**config.mk**
```make
export PLATFORM = sky130hd
export DESIGN_NAME = bflyNet
export DESIGN_NICKNAME = d
export VERILOG_FILES = /design/src/common/bflyPkg.sv /design/src/design/bflyNet.sv /design/src/design/prioLfsr.sv /design/src/stage/bflyStage.sv /design/src/stage/switchBox2x2.sv
export SDC_FILE = /design/constraint.sdc
export NUM_CORES = 1
export LEC_CHECK = 0
export BUFFER_PORTS_ARGS = -buffer_cell sky130_fd_sc_hd__buf_2
export CAP_MARGIN = 20
export CORE_AREA = 2 2 474 476
export CTS_BUF_LIST = sky130_fd_sc_hd__clkbuf_2 sky130_fd_sc_hd__clkbuf_4 sky130_fd_sc_hd__clkbuf_8
export DETAILED_ROUTE_END_ITERATION = 8
export DIE_AREA = 0 0 476 478
export GPL_TIMING_DRIVEN = 0
export PLACE_DENSITY = 0.31
export SLEW_MARGIN = 5
export SYNTH_ARGS = -nofsm -noshare
export SYNTH_HDL_FRONTEND = slang
export SYNTH_SLANG_ARGS = --single-unit
```
**constraint.sdc**
```tcl
create_clock -name clk_i -period 3.95 [get_ports clk_i]
set_input_delay 0.1975 -clock clk_i [delete_from_list [all_inputs] [get_ports clk_i]]
set_output_delay 0.1975 -clock clk_i [all_outputs]
set_load 0.01 [all_outputs]
```
**src/common/bflyPkg.sv**
```systemverilog
// Butterfly network definitions
`default_nettype none

package bflyPkg;

  // Network size, fixed for the whole design
  localparam int unsigned NumPorts = 8;

  // One stage per address bit
  localparam int unsigned AddrWidth = $clog2(NumPorts);

  localparam int unsigned ReqDataWidth  = 32;
  localparam int unsigned RespDataWidth = 32;

  // Length of the arbitration priority LFSR
  localparam int unsigned LfsrWidth = 16;

  // Target address or initiator index
  typedef logic [AddrWidth-1:0] portAddrT;

  typedef logic [ReqDataWidth-1:0]  reqDataT;
  typedef logic [RespDataWidth-1:0] respDataT;

  // Request beat
  // addr loses its top bit at every stage, iniAddr gains one
  typedef struct packed {
    portAddrT addr;
    portAddrT iniAddr;
    reqDataT  data;
  } reqBeatT;

  // Response beat
  // iniAddr is consumed from the LSB on the way back
  typedef struct packed {
    portAddrT iniAddr;
    respDataT data;
  } respBeatT;

endpackage

`default_nettype wire

```
**src/design/bflyNet.sv**
```systemverilog
// Radix-2 butterfly interconnect
`timescale 1ns/1ns
`default_nettype none

module bflyNet import bflyPkg::*; (
  input  logic                    clk_i,
  input  logic                    rstN_i,
  // Initiator side
  input  logic     [NumPorts-1:0] reqIni_i,
  output logic     [NumPorts-1:0] gntIni_o,
  input  reqBeatT  [NumPorts-1:0] reqBeat_i,
  output logic     [NumPorts-1:0] vldIni_o,
  input  logic     [NumPorts-1:0] rdyIni_i,
  output respDataT [NumPorts-1:0] respData_o,
  // Target side
  output logic     [NumPorts-1:0] reqTgt_o,
  input  logic     [NumPorts-1:0] gntTgt_i,
  output reqBeatT  [NumPorts-1:0] reqBeat_o,
  input  logic     [NumPorts-1:0] vldTgt_i,
  output logic     [NumPorts-1:0] rdyTgt_o,
  input  respBeatT [NumPorts-1:0] respBeat_i
);

  // Signals at each stage boundary
  // Boundary 0 faces the initiators, boundary AddrWidth the targets
  logic     [AddrWidth:0][NumPorts-1:0] req;
  logic     [AddrWidth:0][NumPorts-1:0] gnt;
  reqBeatT  [AddrWidth:0][NumPorts-1:0] beat;
  logic     [AddrWidth:0][NumPorts-1:0] vld;
  logic     [AddrWidth:0][NumPorts-1:0] rdy;
  respBeatT [AddrWidth:0][NumPorts-1:0] resp;

  logic [AddrWidth-1:0] reqPrio;
  logic [AddrWidth-1:0] respPrio;
  logic                 lfsrEn;

  // Initiator ports
  assign req[0]   = reqIni_i;
  assign gntIni_o = gnt[0];
  assign rdy[0]   = rdyIni_i;
  assign vldIni_o = vld[0];

  for (genvar i = 0; i < NumPorts; i++) begin : genIni
    // Index is rebuilt by the stages, start from zero
    assign beat[0][i] = '{addr: reqBeat_i[i].addr, iniAddr: '0, data: reqBeat_i[i].data};
    assign respData_o[i] = resp[0][i].data;
  end

  // Target ports
  assign reqTgt_o        = req[AddrWidth];
  assign gnt[AddrWidth]  = gntTgt_i;
  assign reqBeat_o       = beat[AddrWidth];
  assign vld[AddrWidth]  = vldTgt_i;
  assign rdyTgt_o        = rdy[AddrWidth];
  assign resp[AddrWidth] = respBeat_i;

  // Priorities move on with every accepted request
  assign lfsrEn = |(reqTgt_o & gntTgt_i);

  prioLfsr #(
    .LfsrSeed(16'hACE1)
  ) prioLfsr_i (
    .clk_i     (clk_i),
    .rstN_i    (rstN_i),
    .en_i      (lfsrEn),
    .reqPrio_o (reqPrio),
    .respPrio_o(respPrio)
  );

  for (genvar l = 0; l < AddrWidth; l++) begin : genStage
    // Stage l arbitrates with the bit of the address it steers on
    bflyStage #(
      .StageIdx(l)
    ) stage_i (
      .req_i     (req[l]),
      .gnt_o     (gnt[l]),
      .beat_i    (beat[l]),
      .req_o     (req[l+1]),
      .gnt_i     (gnt[l+1]),
      .beat_o    (beat[l+1]),
      .vld_i     (vld[l+1]),
      .rdy_o     (rdy[l+1]),
      .resp_i    (resp[l+1]),
      .vld_o     (vld[l]),
      .rdy_i     (rdy[l]),
      .resp_o    (resp[l]),
      .reqPrio_i (reqPrio[AddrWidth-1-l]),
      .respPrio_i(respPrio[AddrWidth-1-l])
    );
  end

endmodule

`default_nettype wire

```
**src/design/prioLfsr.sv**
```systemverilog
// Arbitration priority LFSR
`timescale 1ns/1ns
`default_nettype none

module prioLfsr import bflyPkg::*; #(
  parameter logic [LfsrWidth-1:0] LfsrSeed = 16'h0001
) (
  input  logic                 clk_i,
  input  logic                 rstN_i,
  input  logic                 en_i,
  output logic [AddrWidth-1:0] reqPrio_o,
  output logic [AddrWidth-1:0] respPrio_o
);

  // Feedback taps for x^16 + x^14 + x^13 + x^11 + 1, maximal length
  localparam logic [LfsrWidth-1:0] FeedbackMask = 16'hB400;

  logic [LfsrWidth-1:0] lfsrQ;
  logic [LfsrWidth-1:0] lfsrD;

  // Galois form, shifts right and folds the dropped bit into the taps
  always_comb begin
    lfsrD = lfsrQ >> 1;
    if (lfsrQ[0]) begin
      lfsrD = lfsrD ^ FeedbackMask;
    end
  end

  always_ff @(posedge clk_i) begin
    if (!rstN_i) begin
      lfsrQ <= LfsrSeed;
    end else if (en_i) begin
      lfsrQ <= lfsrD;
    end
  end

  // Request and response priorities from opposite ends of the register
  assign reqPrio_o  = lfsrQ[AddrWidth-1:0];
  assign respPrio_o = lfsrQ[LfsrWidth-1 -: AddrWidth];

endmodule

`default_nettype wire

```
**src/stage/bflyStage.sv**
```systemverilog
// Butterfly network stage
`timescale 1ns/1ns
`default_nettype none

module bflyStage import bflyPkg::*; #(
  parameter int unsigned StageIdx = 0
) (
  // Request path
  input  logic     [NumPorts-1:0] req_i,
  output logic     [NumPorts-1:0] gnt_o,
  input  reqBeatT  [NumPorts-1:0] beat_i,
  output logic     [NumPorts-1:0] req_o,
  input  logic     [NumPorts-1:0] gnt_i,
  output reqBeatT  [NumPorts-1:0] beat_o,
  // Response path
  input  logic     [NumPorts-1:0] vld_i,
  output logic     [NumPorts-1:0] rdy_o,
  input  respBeatT [NumPorts-1:0] resp_i,
  output logic     [NumPorts-1:0] vld_o,
  input  logic     [NumPorts-1:0] rdy_i,
  output respBeatT [NumPorts-1:0] resp_o,
  // Priorities for this stage
  input  logic                    reqPrio_i,
  input  logic                    respPrio_i
);

  // Address bit on which this stage pairs its lines
  localparam int unsigned PairBit = AddrWidth - 1 - StageIdx;

  for (genvar k = 0; k < NumPorts/2; k++) begin : genBox
    // Lower line of the pair, k with a zero inserted at PairBit
    localparam int unsigned LineLo = ((k >> PairBit) << (PairBit + 1)) | (k % (1 << PairBit));

    logic     [1:0] boxReq;
    logic     [1:0] boxGnt;
    reqBeatT  [1:0] boxBeat;
    logic     [1:0] boxReqOut;
    logic     [1:0] boxGntIn;
    reqBeatT  [1:0] boxBeatOut;
    logic     [1:0] boxVld;
    logic     [1:0] boxRdy;
    respBeatT [1:0] boxResp;
    logic     [1:0] boxVldOut;
    logic     [1:0] boxRdyIn;
    respBeatT [1:0] boxRespOut;

    // Box port p sits on the line whose PairBit equals p
    for (genvar p = 0; p < 2; p++) begin : genLine
      localparam int unsigned Line = LineLo + p * (1 << PairBit);

      assign boxReq[p]   = req_i[Line];
      assign gnt_o[Line] = boxGnt[p];
      assign boxBeat[p]  = beat_i[Line];

      assign req_o[Line]  = boxReqOut[p];
      assign boxGntIn[p]  = gnt_i[Line];
      assign beat_o[Line] = boxBeatOut[p];

      assign boxVld[p]   = vld_i[Line];
      assign rdy_o[Line] = boxRdy[p];
      assign boxResp[p]  = resp_i[Line];

      assign vld_o[Line]  = boxVldOut[p];
      assign boxRdyIn[p]  = rdy_i[Line];
      assign resp_o[Line] = boxRespOut[p];
    end

    switchBox2x2 box_i (
      .req_i     (boxReq),
      .gnt_o     (boxGnt),
      .beat_i    (boxBeat),
      .req_o     (boxReqOut),
      .gnt_i     (boxGntIn),
      .beat_o    (boxBeatOut),
      .vld_i     (boxVld),
      .rdy_o     (boxRdy),
      .resp_i    (boxResp),
      .vld_o     (boxVldOut),
      .rdy_i     (boxRdyIn),
      .resp_o    (boxRespOut),
      .reqPrio_i (reqPrio_i),
      .respPrio_i(respPrio_i)
    );
  end

endmodule

`default_nettype wire

```
**src/stage/switchBox2x2.sv**
```systemverilog
// Full-duplex 2x2 switchbox
`timescale 1ns/1ns
`default_nettype none

module switchBox2x2 import bflyPkg::*; (
  // Request path, upstream side
  input  logic     [1:0] req_i,
  output logic     [1:0] gnt_o,
  input  reqBeatT  [1:0] beat_i,
  // Request path, downstream side
  output logic     [1:0] req_o,
  input  logic     [1:0] gnt_i,
  output reqBeatT  [1:0] beat_o,
  // Response path, downstream side
  input  logic     [1:0] vld_i,
  output logic     [1:0] rdy_o,
  input  respBeatT [1:0] resp_i,
  // Response path, upstream side
  output logic     [1:0] vld_o,
  input  logic     [1:0] rdy_i,
  output respBeatT [1:0] resp_o,
  // Stage priorities
  input  logic           reqPrio_i,
  input  logic           respPrio_i
);

  // Output each request heads for, taken from its top address bit
  logic [1:0] reqDir;
  // Input that currently owns each downstream output
  logic [1:0] reqSel;
  // Upstream port each response heads for
  logic [1:0] respDir;
  // Downstream input that owns each upstream port
  logic [1:0] respSel;

  for (genvar i = 0; i < 2; i++) begin : genDecode
    localparam logic InBit = 1'(i);

    assign reqDir[i]  = beat_i[i].addr[AddrWidth-1];
    // LSB matches the bit this stage inserted on the way out
    assign respDir[i] = resp_i[i].iniAddr[0];

    // Grant only the winner, and only while the next stage grants
    assign gnt_o[i] = req_i[i] && gnt_i[reqDir[i]] && (reqSel[reqDir[i]] == InBit);

    // Ready back to the target side under the same rule
    assign rdy_o[i] = vld_i[i] && rdy_i[respDir[i]] && (respSel[respDir[i]] == InBit);
  end

  // Request steering and arbitration
  for (genvar o = 0; o < 2; o++) begin : genReqOut
    localparam logic OutBit = 1'(o);

    logic [1:0] want;

    assign want[0] = req_i[0] && (reqDir[0] == OutBit);
    assign want[1] = req_i[1] && (reqDir[1] == OutBit);

    // On conflict the line matching the priority bit wins
    assign reqSel[o] = (&want) ? reqPrio_i : want[1];
    assign req_o[o]  = |want;

    // Consume the top address bit, record the input line bit
    assign beat_o[o].addr    = beat_i[reqSel[o]].addr << 1;
    assign beat_o[o].iniAddr = {beat_i[reqSel[o]].iniAddr[AddrWidth-2:0], reqSel[o]};
    assign beat_o[o].data    = beat_i[reqSel[o]].data;
  end

  // Response steering, mirror image of the request side
  for (genvar u = 0; u < 2; u++) begin : genRespOut
    localparam logic UpBit = 1'(u);

    logic [1:0] want;

    assign want[0] = vld_i[0] && (respDir[0] == UpBit);
    assign want[1] = vld_i[1] && (respDir[1] == UpBit);

    assign respSel[u] = (&want) ? respPrio_i : want[1];
    assign vld_o[u]   = |want;

    // Drop the index bit used here
    assign resp_o[u].iniAddr = resp_i[respSel[u]].iniAddr >> 1;
    assign resp_o[u].data    = resp_i[respSel[u]].data;
  end

endmodule

`default_nettype wire
```
# --- After elaboration in Yosys (flattened, before gate mapping) ---
# Cells that the tools add are included.
word_totals:
  output_inout_bits: 592
  inputBits: 618
  reg_bits: 16
op_classes:
  n_bitwise: 74
  reduce_logical: 289
  magnitude_cmp: 96
  n_mux: 337
ops:
  columns: ["op", "count"]
  rows:
  - ["$mux W37", 48]
  - ["$mux W35", 16]
  - ["$mux W34", 16]
  - ["$mux W32", 16]
  - ["$mux W1", 240]
  - ["$logic_and A1 B1 Y1", 192]
  - ["$lt A1 B2 Y1 const B", 96]
  - ["$reduce_and A2 Y1", 48]
  - ["$reduce_or A2 Y1", 48]
  - ["$not A1 Y1", 72]
  - ["$mux W16", 1]
  - ["$and A8 B8 Y8", 1]
  - ["$reduce_or A8 Y1", 1]
  - ["$not A3 Y4", 1]

# --- Depth between registers and ports, before layout ---
logic_depth:
  word_depth: 28
  depth_mapped: 12
  ltp_nobuf: 8

# --- By module ---
# Synthesis repeated with hierarchy kept, for this count alone.
unflattened:
  cells_unflattened: 2384
  area_unflattened_um2: 29379.4
modules_own_cells:
  columns: ["mod", "cells_each", "instances", "area_each_um2", "seq_area_each_um2"]
  rows:
  - ["switchBox2x2", 193, 12, 2388.5, 0.0]
  - ["prioLfsr", 62, 1, 676.9, 320.3]
  - ["bflyNet", 6, 1, 40.0, 0.0]

# --- Worst setup path after synthesis ---
# OpenSTA, ideal clock, no wires.
synth_timing:
  path_type: "register -> output"
  start: "reg prioLfsr_i.lfsrQ[13]"
  end: "out respData_o[100] (netlist name)"
  path_slack_ns: 1.014
  arrival_time_ns: 2.738
  path_buffers: 2
  stages_incl_launch_ff: 9
  required_time_ns: 3.753
  cell_sequence: "dfxtp_1 -> and3b_1 -> clkbuf_1 -> nor2_1 -> mux2_2 -> o32a_1 -> o21ai_1 -> buf_2 -> mux2_2"
synth_lines:
  columns: ["item", "line", "text"]
  rows:
  - ["start: declaration", "prioLfsr.sv:18", "logic [LfsrWidth-1:0] lfsrQ;"]
  - ["start signal: assignment", "prioLfsr.sv:31", "lfsrQ <= LfsrSeed;"]
  - ["start signal: assignment", "prioLfsr.sv:33", "lfsrQ <= lfsrD;"]
  - ["end: declaration", "bflyNet.sv:14", "output respDataT [NumPorts-1:0] respData_o,"]

==> impl_metrics.env <==
export IMPL_fp_row_count=174
export IMPL_grt_setup_unrepaired="true"
export IMPL_drv_slew=0
export IMPL_top_regs="prioLfsr_i.lfsrQ: 16 flops"
export IMPL_required_ps=3750
export IMPL_synth_most_common_cell="mux2i_1"
export IMPL_syn_area_per_cell_sq_um=8.420
export IMPL_syn_area_sq_um=21060
export IMPL_grt_overflow_total=0
export IMPL_grt_max_degree=11
export IMPL_pin_count=1210
export IMPL_coreArea_sq_um=223200
export IMPL_clockBufferDepth=2
export IMPL_setup_slack_ps=8.385
export IMPL_die_height_um=478
export IMPL_synth_ff_type="dfxtp_1"
export IMPL_dp_hpwl_um=173100
export IMPL_async_flop_share=0
export IMPL_hold_depth=3
export IMPL_arrival_ps=3740
export IMPL_die_x_um=476
export IMPL_period_needed_ps=3942
export IMPL_fin_skew_ps=4.505
export IMPL_largest_reg_flops=16
export IMPL_numCtsBuffers=3
export IMPL_setup_worst_path_start_class="register"
export IMPL_grt_pass1_vias=25910
export IMPL_design_power_total_mw=7.815
export IMPL_final_hold_viol_count=0
export IMPL_dieArea_sq_um=227500
export IMPL_fmax_ghz=0.2537
export IMPL_worstSkewPairLatency_ps=260
export IMPL_hold_path_class="input port to register"
export IMPL_grt_usage=0.1625
export IMPL_drt_vias_per_instance=4.005
export IMPL_drtIter0Drc=2345
export IMPL_synth_edff_count=0
export IMPL_clockRootBuffer="clkbuf_8"
export IMPL_wl_per_cell_um=29.20
export IMPL_area_delta_synth_final_pct=52.17
export IMPL_grt_pass1_wl_um=251700
export IMPL_r2r_slack_ps=260
export IMPL_leakage_nw=16.67
export IMPL_antenna_left=0
export IMPL_yosysTopAreaCell="mux2i_1"
export IMPL_drive_gt1_frac=0.4973
export IMPL_cts_sinks=16
export IMPL_htree_levels=1
export IMPL_portBuffers=1156
export IMPL_via_count=27090
export IMPL_setup_violations=0
export IMPL_place_congestion=0.9480
export IMPL_yosys_warnings=0
export IMPL_path_clk_slew_ps=70
export IMPL_drt_wl_total_um=197500
export IMPL_drv_cap=0
export IMPL_r2r_cells=10
export IMPL_antenna_found_initial=107
export IMPL_start_util=0.09437
export IMPL_ys_types=74
export IMPL_top_register="prioLfsr_i.lfsrQ"
export IMPL_nNetsFinal=4349
export IMPL_drc_errors=0
export IMPL_ys_seq_area_frac=0.01521
export IMPL_path_max_fanout=10
export IMPL_cts_tree="done"
export IMPL_critical_path_class="register to primary output"
export IMPL_power_density_nw_per_um2=243.9
export IMPL_slew_limit_headroom=0.1916
export IMPL_drt_first_pass_iters=6
export IMPL_synth_top_cell_area_share=0.5091
export IMPL_irDropWorstVdd_mv=0.08804
export IMPL_ys_ff_latch=16
export IMPL_place_ws_ps=-1025
export IMPL_tightest_slew_ps=1213
export IMPL_endpoint_kind="primary output"
export IMPL_postSynthCellCount=2501
export IMPL_finalCritPeriodShare=0.9979
export IMPL_outcome="finished, final reports clean"
export IMPL_synth_common_cells="mux2i_1 (1,071), mux2_2 (427), nand2_1 (334)"
export IMPL_synth_area_top_cells="mux2i_1 (51%), mux2_2 (23%), nand2_1 (6.0%), clkbuf_1 (1.9%), dfxtp_1 (1.5%)"
[where the power goes]
group	leakage (nW)	internal [mW]	switching, mW
registers	0.133	0.198	0.0455
logic	16.5	2.77	4.65
clock network	0.0290	0.0888	0.0630
total	16.7	3.06	4.75
[layout by cell type (no fill, tap or decap), drive strengths merged, types with 6 or more instances in the layout]
cell type and count:
o22ai 20, buf 1310, a211oi 7, mux2i 1071, o32ai 13, o32a 6, dfxtp 16, nor2 21
diode 42, o21ai 31, nor2b 13, or3b 10, a21o 8, mux2 433, conb 24, a21oi 27
nand2b 21, inv 39, and3b 16, nor3b 14, nand3b 27, a22o 6, a22oi 12, o22a 14
clkdlybuf4s15 12, and3 9, nand2 334, nand3 15, clkbuf 110
[area by class of cell]
type	count	area, sq um
fillers	25870	191100
flip-flops and latches	16	325.3
repair buffers	1208	6495
diodes	42	105.1
plain buffers	220	1269
inverters	41	161.4
well taps	2992	3744
clock buffers	4	55.05
multi-input cells	2241	19890
[layer usage]
layer / vias up / GRT usage / routed length [um]
met5: - / 0 / 263
met4: 42 / 0.03319 / 4559
met3: 208 / 0.05539 / 19700
met2: 1430 / 0.2461 / 84160
met1: 13570 / 0.2208 / 88820
li1: 11850 / - / -
[what timing repair did]
item	4_1_cts	5_1_grt
setup buffers	10	5
setup endpoints to repair	568	291
gates cloned	0	0
pin swaps	4	3
hold buffers	0	0
resized for setup	137	58
[per-stage QoR]
step	hold slack [ps]	TNS, ps	utilization	instance area [sq um]	instances
3_3_place_gp	451.9	-403440	0.1375	30670	6672
4_1_cts	294.0	0	0.1423	31750	6714
3_5_place_dp	453.3	-311400	0.1400	31240	6706
5_1_grt	303.7	-257.9	0.1434	32000	6745
6_report	298.9	0	0.1436	32040	6764
2_1_floorplan	378.2	0	-	21140	2524
[worst paths after layout]
kind                                            end                              start
setup / recovery                     reqBeat_o[240]   prioLfsr_i.lfsrQ[2]$_SDFFE_PN0P_
hold / removal    prioLfsr_i.lfsrQ[10]$_SDFFE_PN1P_                             rstN_i
setup reg to reg  prioLfsr_i.lfsrQ[14]$_SDFFE_PN0P_   prioLfsr_i.lfsrQ[2]$_SDFFE_PN0P_
hold reg to reg    prioLfsr_i.lfsrQ[9]$_SDFFE_PN0P_  prioLfsr_i.lfsrQ[10]$_SDFFE_PN1P_
[cell families after synthesis]
logic type             after synthesis  share of synthesized area
flip-flops                          16                    0.01521
other                                1                  0.0001781
multiplexers                      1504                     0.7408
buffers and inverters              267                    0.05603
AO/OA/AOI/OAI                      208                    0.07356
AND/OR/NAND/NOR                    502                     0.1130
XOR/XNOR                             3                   0.001248
[critical path, stage by stage, from the launching register on]
cell and delay (ps):
dfxtp_4 470, and3b_1 200, clkbuf_1 150, o22a_1 250, o21bai_1 290, buf_2 460, buf_1 580, buf_8 250
mux2i_1 440, mux2_2 240, buf_2 130
Note: power is estimated with default switching activity, not from simulation.
